<file path="config.mk">
export PLATFORM = sky130hd
export DESIGN_NAME = top_arquitectura
export DESIGN_NICKNAME = d
export VERILOG_FILES = /design/src/uart_alu_pkg.sv /design/src/baud_rate_generator.sv /design/src/uart_rx.sv /design/src/uart_tx.sv /design/src/alu.sv /design/src/interface_circuit.sv /design/src/top_arquitectura.sv
export SDC_FILE = /design/constraint.sdc
export NUM_CORES = 1
export LEC_CHECK = 0
export BUFFER_PORTS_ARGS = -buffer_cell sky130_fd_sc_hd__buf_2
export CORE_ASPECT_RATIO = 0.9
export CORE_MARGIN = 4
export CORE_UTILIZATION = 40
export DETAILED_ROUTE_END_ITERATION = 16
export GPL_ROUTABILITY_DRIVEN = 1
export GPL_TIMING_DRIVEN = 0
export PLACE_DENSITY_LB_ADDON = 0.05
export SYNTH_ARGS = -nofsm -noshare
export SYNTH_HDL_FRONTEND = slang
export SYNTH_SLANG_ARGS = --single-unit
</file>
<file path="constraint.sdc">
create_clock -name i_clock -period 3.7 [get_ports i_clock]
set_input_delay 0.185 -clock i_clock [delete_from_list [all_inputs] [get_ports i_clock]]
set_output_delay 0.185 -clock i_clock [all_outputs]
set_load 0.01 [all_outputs]
</file>
<file path="src/uart_alu_pkg.sv">
package uart_alu_pkg;

  //////////////////////////////
  // Widths and constants.
  //////////////////////////////

  localparam int TICKS_PER_BIT = 16;   // Oversampling factor.

  typedef logic [7:0] data_word_t;     // UART byte, operand or result.

  //////////////////////////////
  // ALU opcodes.
  //////////////////////////////

  typedef enum logic [7:0] {
    ADD = 8'h20,
    SUB = 8'h22,
    AND = 8'h24,
    OR  = 8'h25,
    XOR = 8'h26,
    NOR = 8'h27,
    SRA = 8'h03,                       // Arithmetic shift right.
    SRL = 8'h02                        // Logical shift right.
  } opcode_t;

  // Operand bundle, 24 bits.
  typedef struct packed {
    data_word_t a;                     // First byte received.
    data_word_t b;                     // Second byte.
    opcode_t    opcode;                // Third byte.
  } alu_operands_t;

  // Interface FSM.
  typedef enum logic [2:0] {
    WAIT_A,
    WAIT_B,
    WAIT_OP,
    START_TX,
    WAIT_TX
  } iface_state_t;

endpackage

</file>
<file path="src/baud_rate_generator.sv">
`timescale 1ns/100ps

module baud_rate_generator import uart_alu_pkg::*; #(
  parameter int FREC_CLOCK_HZ = 100000000,  // System clock.
  parameter int BAUD_RATE     = 9600        // Serial line rate.
) (
  input  logic i_clock,
  input  logic i_reset,
  output logic o_rate                       // One tick, 16 per bit.
);

  // Clocks per tick, rounded down.
  localparam int DIVISOR = FREC_CLOCK_HZ / (BAUD_RATE * TICKS_PER_BIT);
  localparam int CNT_W   = (DIVISOR > 1) ? $clog2(DIVISOR) : 1;
  localparam logic [CNT_W-1:0] RELOAD = CNT_W'(DIVISOR - 1);

  logic [CNT_W-1:0] count;                  // Down counter.

  // Free-running, wraps every DIVISOR clocks.
  always_ff @(posedge i_clock) begin
    if (i_reset) begin
      count  <= RELOAD;
      o_rate <= 1'b0;
    end else if (count == '0) begin
      count  <= RELOAD;                     // Wrap.
      o_rate <= 1'b1;                       // Tick on wrap.
    end else begin
      count  <= count - 1'b1;
      o_rate <= 1'b0;
    end
  end

endmodule

</file>
<file path="src/uart_rx.sv">
`timescale 1ns/100ps

module uart_rx import uart_alu_pkg::*; (
  input  logic       i_clock,
  input  logic       i_reset,
  input  logic       i_rate,       // Oversampling tick.
  input  logic       i_bit_rx,     // Serial line in.
  output logic       o_rx_done,    // One-cycle pulse per byte.
  output data_word_t o_data_out    // Held until next byte.
);

  typedef enum logic [1:0] {
    RX_IDLE,
    RX_START,
    RX_DATA,
    RX_STOP
  } rx_state_t;

  localparam int TICK_W = $clog2(TICKS_PER_BIT);
  localparam logic [TICK_W-1:0] MID_TICK  = TICK_W'(TICKS_PER_BIT / 2 - 1);
  localparam logic [TICK_W-1:0] LAST_TICK = TICK_W'(TICKS_PER_BIT - 1);

  rx_state_t         state;
  logic [TICK_W-1:0] tick_cnt;     // Ticks within a bit.
  logic [2:0]        bit_cnt;      // Data bit index.
  data_word_t        shreg;        // Incoming bits, LSB first.

  //////////////////////////////
  // Control.
  //////////////////////////////

  always_ff @(posedge i_clock) begin
    if (i_reset) begin
      state     <= RX_IDLE;
      tick_cnt  <= '0;
      bit_cnt   <= '0;
      o_rx_done <= 1'b0;
    end else begin
      o_rx_done <= 1'b0;                        // Pulse default.
      case (state)
        RX_IDLE: begin
          tick_cnt <= '0;
          if (!i_bit_rx) state <= RX_START;     // Falling edge seen.
        end
        RX_START: if (i_rate) begin
          if (tick_cnt == MID_TICK) begin
            tick_cnt <= '0;
            bit_cnt  <= '0;
            // Still low at mid-bit, a real start.
            state    <= i_bit_rx ? RX_IDLE : RX_DATA;
          end else begin
            tick_cnt <= tick_cnt + 1'b1;
          end
        end
        RX_DATA: if (i_rate) begin
          if (tick_cnt == LAST_TICK) begin
            tick_cnt <= '0;
            bit_cnt  <= bit_cnt + 1'b1;
            if (bit_cnt == 3'd7) state <= RX_STOP;  // Last data bit.
          end else begin
            tick_cnt <= tick_cnt + 1'b1;
          end
        end
        RX_STOP: if (i_rate) begin
          if (tick_cnt == LAST_TICK) begin      // Middle of stop bit.
            o_rx_done <= 1'b1;
            state     <= RX_IDLE;
          end else begin
            tick_cnt <= tick_cnt + 1'b1;
          end
        end
        default: state <= RX_IDLE;
      endcase
    end
  end

  //////////////////////////////
  // Data path.
  //////////////////////////////

  always_ff @(posedge i_clock) begin
    if (state == RX_DATA && i_rate && tick_cnt == LAST_TICK)
      shreg <= {i_bit_rx, shreg[7:1]};           // Sample at mid-bit.
    if (state == RX_STOP && i_rate && tick_cnt == LAST_TICK)
      o_data_out <= shreg;                       // Publish byte.
  end

endmodule

</file>
<file path="src/uart_tx.sv">
`timescale 1ns/100ps

module uart_tx import uart_alu_pkg::*; #(
  parameter int STOP_BITS = 2              // 1 or 2.
) (
  input  logic       i_clock,
  input  logic       i_reset,
  input  logic       i_rate,               // Oversampling tick.
  input  logic       i_tx_start,           // Only while idle.
  input  data_word_t i_data_in,
  output logic       o_bit_tx,             // Serial line out.
  output logic       o_tx_done             // End of last stop bit.
);

  typedef enum logic [2:0] {
    TX_IDLE,
    TX_SYNC,                               // Wait for first tick.
    TX_START,
    TX_DATA,
    TX_STOP
  } tx_state_t;

  localparam int TICK_W = $clog2(TICKS_PER_BIT);
  localparam logic [TICK_W-1:0] LAST_TICK = TICK_W'(TICKS_PER_BIT - 1);
  localparam logic [2:0]        LAST_STOP = 3'(STOP_BITS - 1);

  tx_state_t         state;
  logic [TICK_W-1:0] tick_cnt;
  logic [2:0]        bit_cnt;              // Data bit, then stop bit index.
  data_word_t        shreg;                // Bits left to send.

  always_ff @(posedge i_clock) begin
    if (i_reset) begin
      state     <= TX_IDLE;
      tick_cnt  <= '0;
      bit_cnt   <= '0;
      o_bit_tx  <= 1'b1;                   // Line idles high.
      o_tx_done <= 1'b0;
    end else begin
      o_tx_done <= 1'b0;
      case (state)
        TX_IDLE: if (i_tx_start) state <= TX_SYNC;
        TX_SYNC: if (i_rate) begin
          o_bit_tx <= 1'b0;                // Start bit.
          tick_cnt <= '0;
          state    <= TX_START;
        end
        TX_START, TX_DATA, TX_STOP: if (i_rate) begin
          tick_cnt <= tick_cnt + 1'b1;     // Wraps after 16 ticks.
          if (tick_cnt == LAST_TICK) begin
            bit_cnt <= bit_cnt + 1'b1;
            if (state == TX_START) begin
              o_bit_tx <= shreg[0];
              bit_cnt  <= '0;
              state    <= TX_DATA;
            end else if (state == TX_DATA) begin
              o_bit_tx <= (bit_cnt == 3'd7) ? 1'b1 : shreg[1];
              if (bit_cnt == 3'd7) begin
                bit_cnt <= '0;
                state   <= TX_STOP;
              end
            end else if (bit_cnt == LAST_STOP) begin
              o_tx_done <= 1'b1;           // Frame complete.
              state     <= TX_IDLE;
            end
          end
        end
        default: state <= TX_IDLE;
      endcase
    end
  end

  // Load on start, shift at each data bit boundary.
  always_ff @(posedge i_clock) begin
    if (state == TX_IDLE && i_tx_start)
      shreg <= i_data_in;
    else if (state == TX_DATA && i_rate && tick_cnt == LAST_TICK)
      shreg <= {1'b0, shreg[7:1]};
  end

endmodule

</file>
<file path="src/alu.sv">
`timescale 1ns/100ps

module alu import uart_alu_pkg::*; (
  input  alu_operands_t i_operands,   // A, B and opcode.
  output data_word_t    o_result
);

  data_word_t a;
  data_word_t b;
  logic [2:0] shamt;                  // Shift amount from B.

  assign a     = i_operands.a;
  assign b     = i_operands.b;
  assign shamt = i_operands.b[2:0];

  //////////////////////////////
  // Operation decode.
  //////////////////////////////

  always_comb begin
    case (i_operands.opcode)
      ADD:     o_result = a + b;                      // Wraps mod 256.
      SUB:     o_result = a - b;
      AND:     o_result = a & b;
      OR:      o_result = a | b;
      XOR:     o_result = a ^ b;
      NOR:     o_result = ~(a | b);
      SRA:     o_result = data_word_t'($signed(a) >>> shamt);  // Sign fill.
      SRL:     o_result = a >> shamt;                 // Zero fill.
      default: o_result = 8'h00;                      // Unknown opcode.
    endcase
  end

endmodule

</file>
<file path="src/interface_circuit.sv">
`timescale 1ns/100ps

module interface_circuit import uart_alu_pkg::*; (
  input  logic          i_clock,
  input  logic          i_reset,
  input  logic          i_rx_done,     // Byte received.
  input  logic          i_tx_done,     // Reply sent.
  input  data_word_t    i_data_rx,
  input  data_word_t    i_result,      // From ALU.
  output alu_operands_t o_operands,    // To ALU.
  output logic          o_tx_start,
  output data_word_t    o_data_tx
);

  iface_state_t state;

  //////////////////////////////
  // Byte collection FSM.
  //////////////////////////////

  always_ff @(posedge i_clock) begin
    if (i_reset) begin
      state      <= WAIT_A;
      o_operands <= '0;
    end else begin
      case (state)
        WAIT_A: if (i_rx_done) begin
          o_operands.a <= i_data_rx;   // First operand.
          state        <= WAIT_B;
        end
        WAIT_B: if (i_rx_done) begin
          o_operands.b <= i_data_rx;
          state        <= WAIT_OP;
        end
        WAIT_OP: if (i_rx_done) begin
          o_operands.opcode <= opcode_t'(i_data_rx);
          state             <= START_TX;
        end
        START_TX: state <= WAIT_TX;    // Single start cycle.
        WAIT_TX: begin
          // Bytes arriving here are dropped.
          if (i_tx_done) state <= WAIT_A;
        end
        default: state <= WAIT_A;
      endcase
    end
  end

  //////////////////////////////
  // Transmit launch.
  //////////////////////////////

  // Start pulse decoded from the state register, one cycle after the opcode.
  assign o_tx_start = (state == START_TX);

  // Result of the registered operand bundle, latched by the transmitter.
  assign o_data_tx = i_result;

endmodule

</file>
<file path="src/top_arquitectura.sv">
`timescale 1ns/100ps

module top_arquitectura import uart_alu_pkg::*; #(
  parameter int FREC_CLOCK_HZ = 100000000,
  parameter int BAUD_RATE     = 9600,
  parameter int STOP_BITS     = 2
) (
  input  logic i_clock,
  input  logic i_reset,
  input  logic i_uart_rx,      // From host.
  output logic o_uart_tx       // To host.
);

  logic          wire_rate;     // Shared tick.
  logic          wire_rx_done;
  logic          wire_tx_done;
  logic          wire_tx_start;
  data_word_t    wire_data_rx;
  data_word_t    wire_data_tx;
  data_word_t    wire_result;
  alu_operands_t wire_operands;

  baud_rate_generator #(
    .FREC_CLOCK_HZ (FREC_CLOCK_HZ),
    .BAUD_RATE     (BAUD_RATE)
  ) u_baud_rate_generator (
    .i_clock (i_clock),
    .i_reset (i_reset),
    .o_rate  (wire_rate)
  );

  uart_rx u_uart_rx (
    .i_clock    (i_clock),
    .i_reset    (i_reset),
    .i_rate     (wire_rate),
    .i_bit_rx   (i_uart_rx),
    .o_rx_done  (wire_rx_done),
    .o_data_out (wire_data_rx)
  );

  uart_tx #(
    .STOP_BITS (STOP_BITS)
  ) u_uart_tx (
    .i_clock    (i_clock),
    .i_reset    (i_reset),
    .i_rate     (wire_rate),
    .i_tx_start (wire_tx_start),
    .i_data_in  (wire_data_tx),
    .o_bit_tx   (o_uart_tx),
    .o_tx_done  (wire_tx_done)
  );

  interface_circuit u_interface_circuit (
    .i_clock    (i_clock),
    .i_reset    (i_reset),
    .i_rx_done  (wire_rx_done),
    .i_tx_done  (wire_tx_done),
    .i_data_rx  (wire_data_rx),
    .i_result   (wire_result),
    .o_operands (wire_operands),
    .o_tx_start (wire_tx_start),
    .o_data_tx  (wire_data_tx)
  );

  alu u_alu (
    .i_operands (wire_operands),
    .o_result   (wire_result)
  );

endmodule

</file>
Word level (Yosys, flattened, before mapping)
Cells that the tools add are included.
{"block": "word_totals", "regBits": 84, "inputBits": 3, "out_inout_bits": 1, "elab_cells": 164}
{"block": "op_classes", "add_sub_neg": 7, "n_eq_ne": 45, "shifts": 2, "n_mux": 55, "bitwise_logic": 8, "reduce_logical": 29}
{"operator": "one-hot mux 8 bit (8 select lines)", "count": 1}
{"operator": "2-to-1 mux 3 bit", "count": 19}
{"operator": "equality test 8 x 6 -> 1 bit (second input constant)", "count": 6}
{"operator": "2-to-1 mux 4 bit", "count": 8}
{"operator": "inequality test 2 bit (second input constant)", "count": 11}
{"operator": "2-to-1 mux 2 bit", "count": 9}
{"operator": "equality test 8 x 2 -> 1 bit (second input constant)", "count": 2}
{"operator": "2-to-1 mux 8 bit", "count": 2}
{"operator": "one-hot mux 4 bit (4 select lines)", "count": 1}
{"operator": "one-hot mux 3 bit (5 select lines)", "count": 1}
{"operator": "equality test 3 x 2 -> 1 bit (second input constant)", "count": 4}
{"operator": "equality test 3 bit (second input constant)", "count": 4}
{"operator": "inequality test 2 x 1 -> 1 bit (second input constant)", "count": 6}
{"operator": "zero test 10 bit", "count": 1}
{"operator": "AND reduction 5 bit", "count": 2}
{"operator": "subtractor 10 x 1 -> 10 bit (second input constant)", "count": 1}
{"operator": "equality test 3 x 1 -> 1 bit (second input constant)", "count": 3}
{"operator": "2-to-1 mux 1 bit", "count": 9}
{"operator": "one-hot mux 3 bit (3 select lines)", "count": 1}
{"operator": "adder 4 x 1 -> 4 bit (second input constant)", "count": 2}
{"operator": "adder 8 bit", "count": 1}
{"operator": "bitwise AND 8 bit", "count": 1}
{"operator": "equality test 4 bit (second input constant)", "count": 2}
{"operator": "NOT 8 bit", "count": 1}
{"operator": "29 further kinds", "count": 48}

Longest topological paths before layout
{"block": "depth", "depth_word": 7, "depth_mapped": 14, "mapped_depth_nobuf": 13}

Hierarchy
From an unflattened synthesis, not the netlist that was laid out.
{"block": "hier_totals", "cells_unflattened": 552, "hier_area_um2": 5310.1}
{"mod": "alu", "instances": 1, "cells_each": 189, "area_each_um2": 1361.3, "seq_area_each_um2": 0.0}
{"mod": "interface_circuit", "instances": 1, "cells_each": 109, "area_each_um2": 1188.6, "seq_area_each_um2": 540.5}
{"mod": "uart_tx", "instances": 1, "cells_each": 113, "area_each_um2": 1124.8, "seq_area_each_um2": 480.5}
{"mod": "uart_rx", "instances": 1, "cells_each": 82, "area_each_um2": 1103.6, "seq_area_each_um2": 680.7}
{"mod": "baud_rate_generator", "instances": 1, "cells_each": 59, "area_each_um2": 531.8, "seq_area_each_um2": 220.2}

Worst setup path after synthesis
No wires, ideal clock.
{"block": "synth_timing", "path_kind": "register to register", "startpoint": "register, netlist name u_interface_circuit.o_operands[8]", "endpoint": "register u_uart_tx.shreg[5], data pin", "setup_time_ns": 0.261, "arrival_ns": 2.563, "required_ns": 3.439, "path_slack_ns": 0.876, "path_stages_with_launch": 15, "path_buffers": 1, "period_less_slack_ns": 2.824, "path_cell_list": "dfxtp_1 -> clkbuf_1 -> inv_1 -> ha_1 -> nand2_1 -> o21ai_0 -> inv_1 -> ha_1 -> nor2b_1 -> o21ai_0 -> o22ai_1 -> nor2_1 -> xor2_1 -> nor2_1 -> o32a_1"}
{"block": "synth_between", "elab_chain_cells": 3, "word_cells_on_any_way": 6, "cone_classes": "add/sub: 2; shift: 2; mux: 2"}
{"item": "subtractor 8 bit (tied with other cells)", "line": "alu.sv:23", "text": "SUB: o_result = a - b;"}
{"item": "one-hot mux 8 bit (8 select lines) (*)", "line": "alu.sv:21", "text": "case (i_operands.opcode)"}
{"item": "2-to-1 mux 8 bit (*)", "line": "uart_tx.sv:75", "text": "if (state == TX_IDLE && i_tx_start)"}
{"item": "end signal, assigned", "line": "uart_tx.sv:76", "text": "shreg <= i_data_in;"}
{"item": "end signal, assigned", "line": "uart_tx.sv:78", "text": "shreg <= {1'b0, shreg[7:1]};"}
{"item": "end, declared", "line": "uart_tx.sv:30", "text": "data_word_t shreg;"}
Mark *: on every way between the ends. The rest lies on a longest branch, timed or not.
A chain may end at the register's enable or synchronous reset.

Worst setup path after layout
{"block": "layout_timing", "startpoint": "register u_interface_circuit.o_operands[7] (netlist bit)", "endpoint": "register u_uart_tx.shreg[5], data pin"}
{"block": "layout_between", "elab_chain_cells": 3, "word_cells_on_any_way": 10, "cone_classes": "eq/ne: 8; mux: 2"}
{"item": "start, declared", "line": "interface_circuit.sv:10", "text": "output alu_operands_t o_operands,"}
{"item": "equality test 8 x 2 -> 1 bit / equality test 8 x 6 -> 1 bit (equally long branches)", "line": "alu.sv:21"}
{"item": "one-hot mux 8 bit (8 select lines) (*)", "line": "alu.sv:21"}
{"item": "2-to-1 mux 8 bit (*)", "line": "uart_tx.sv:75"}
Marks and branches as above.

==> flow_summary.ini <==
[final_layout]
diodes = 0
drive_gt1_frac = 0.06406
final_cell_mix = 73 x nor2_1, 60 x dfxtp_1, 54 x nand2_1
nFillCells = 1169
final_util = 0.4564
layout_commonest_cell = nor2_1
synthToLayoutAreaGrowth_pct = 10.37
regArea_um2 = 1922
multi_input_area_um2 = 2636
fin_nets = 593
stdcell_count = 718

[floorplanning]
die-width_um = 123.1
rows = 37
die_h_um = 111.6
core_um2 = 11530
die_area_um2 = 13730
initial_core_util = 0.4135
io_pins = 4

[logic_synthesis]
synth-seq-area-share = 0.4031
syn-instance-count = 544
ys_ff_latch = 84
syn-cell-area_um2 = 4767
synth.area.top_cells = dfxtp_1 25%, edfxtp_1 15%, ha_1 8.4%, mux2i_1 6.3%, nor2_1 5.7%
synth_compound_area_frac = 0.1415
synth_edf_count = 24
synthMuxAreaShare = 0.07244
synth_top_cell_area_share = 0.2520
yosys.area_share.simple = 0.1995
yosys_warnings = 0
syn_nets = 580
synth.distinct_cells = 57
async_flop_share = 0
avgSynthCellArea_um2 = 8.763
synth_top_family_by_area = simple AND/OR/NAND/NOR gates
yosys.area.top_type = dfxtp_1
synthAdderAreaFrac = 0.08819
synth_ff_type = dfxtp_1
synth_xor_area_frac = 0.05144

[timing]
setup_ws_ns = 0.4589
setup_viol = 0
tightest_slew_ns = 0.9522
max_freq_mhz = 308.5
post-route-min-period_ns = 3.241
post-route-period-util = 0.8760
slew_headroom = 0.3603
rsz0062_at_grt = no
fin_setup_tns_ns = 0
hold_viol = 0
timing.hold.ws_ns = 0.06566
maxSlewViolCount = 0
finClkSkew_ns = 0.005734

[pwr]
p_int_w = 0.001459
ir_worst_vdd_v = 0.0002707
p_leak_nw = 1.840
p_sw_frac = 0.2271
p_seq_frac = 0.509
combPwrFrac = 0.039
switchingPower_w = 0.0004289
power.density_nw_per_um2 = 358.9
power_frac_clock = 0.453

[setup_path]
crit_path_start = u_interface_circuit.o_operands[7]
critPathRequiredTime_ns = 3.78
start_kind = flop
critPathKind = reg2reg
crit_arrival_ns = 3.32
worstReg2RegStart = u_interface_circuit.o_operands[7]
cp_cell_sequence = nor4_4, nand2_1, o21ai_0, inv_1, ha_1, nor2b_1, o21ai_0, o22ai_1, nor2_1, xor2_1, nor2_1, o32a_1
slowest_delay_ns = 0.51
cp_slowest_cell = nor4_4
crit_path_end_kind = flop
crit_fanout = 9

[place]
gp_congestion = 0.8329
dp_cells = 702
portBuffers = 2
dp_hpwl_um = 8118
post-place-ws_ns = 0.3346

[route]
dr.pass1.iters = 5
vias_per_cell = 5.196
vias = 3731
drc = 0
drt_iter0_markers = 183
drt_wl_total_um = 10740
drt-wirelength-per-cell_um = 14.96
ant_nets = 0

[global_route]
track_usage = 0.1657
grtUsageMet3 = 0.04622
gr-max-usage-layer = met2
grt_max_degree = 16
grt_pass1_vias = 3555
grt_pass1_wl_um = 18000
antenna_found_initial = 0
use_met1 = 0.2358
use_met2 = 0.2463
grt_overflow_total = 0

[clocking]
cts_setup_buffers = 0
cts_tree = yes
clock_latency_ns = 0.34
cts_buffers = 9
cts-root-buf = clkbuf_16
clock_path_buffers = 2
clock_sinks = 84
cts-htree-levels = 3
clkTransAtPathRegs_ns = 0.06

[flow_run]
maxCapViolCount = 0

[hold_path]
hold_start = i_uart_rx
hp-class = in2reg

[outcome]
run_status = complete, no violations
==> critical path, delay by kind of cell (launching register included) <==
family	cells	cell delay [ns]
fa+ha+maj	1	0.29
xor+xnor	1	0.15
buf+inv	1	0.09
compound gates	4	1.07
flops	1	0.33
simple gates	5	1.05
==> through the flow <==
step | power [W] | area, um2
2_1_floorplan | 0.001038 | 4767
3_3_place_gp | 0.001054 | 4972
3_5_place_dp | 0.001055 | 4972
4_1_cts | 0.001922 | 5260
5_1_grt | 0.001973 | 5261
6_report | 0.001888 | 5261
==> area by class of cell <==
type                       instances  area share
tap                              156     0.03710
sequential                        84      0.3653
buffer                            25     0.01926
timing repair buffer               2    0.001902
clock inverter                     6    0.009275
inverter                          29     0.02069
multi-input combinational        406      0.5011
clock buffer                      10     0.04542
==> logic make-up after synthesis <==
logic type               Yosys count
AO/OA/AOI/OAI                    114
XOR/XNOR                          28
adder cells (fa/ha/maj)           33
buffers and inverters             54
flip-flops                        84
multiplexers                      33
AND/OR/NAND/NOR                  198
==> cells in the mapped netlist, drive strengths merged (6+ instances only) <==
cell / n
mux2i: 30
nor3: 13
o211ai: 6
xnor2: 20
nand2: 54
nand3b: 6
o21ai: 33
inv: 28
clkbuf: 20
and2: 6
xor2: 8
nor2: 74
nand3: 7
nor2b: 7
edfxtp: 24
or3: 9
ha: 32
dfxtp: 60
a21oi: 42
==> power groups by stage <==
stage	combinational, W	sequential (W)	clock [W]
4_1_cts	0.0000744	0.000960	0.000887
3_5_place_dp	0.0000740	0.000981	0
5_1_grt	0.0000847	0.000962	0.000927
2_1_floorplan	0.0000588	0.000979	0
6_report	0.0000735	0.000960	0.000855
3_3_place_gp	0.0000737	0.000980	0
==> metal layers <==
metal	routed length [um]	part of all wire
met3	468	0.044
met5	0	0
met4	138	0.013
met1	5527	0.51
met2	4610	0.43
==> repair_timing <==
item / 4_1_cts / 5_1_grt
resized for setup: 0 / 2
setup endpoints to repair: 0 / 1
hold buffers: 0 / 0
==> path summary, 6_finish.rpt <==
kind	to	slack, ns	depth (start not counted)
max reg2reg	u_uart_tx.shreg[5]	0.46	12
min	u_uart_rx.shreg[7]	0.07	1
max	u_uart_tx.shreg[5]	0.46	12
min reg2reg	u_uart_rx.o_data_out[0]	0.42	0
==> sequential cells by signal, summed over array words and instances, names as in the netlist, named ones only <==
name and count:
u_baud_rate_generator.count 10, u_baud_rate_generator.o_rate 1, u_interface_circuit.o_operands 24, u_interface_circuit.state 3, u_uart_rx.bit_cnt 3, u_uart_rx.o_data_out 8, u_uart_rx.o_rx_done 1, u_uart_rx.shreg 8
u_uart_rx.state 1, u_uart_rx.tick_cnt 4, u_uart_tx.bit_cnt 3, u_uart_tx.o_bit_tx 1, u_uart_tx.o_tx_done 1, u_uart_tx.shreg 8, u_uart_tx.state 3, u_uart_tx.tick_cnt 4
(Power assumes the default switching activity.)
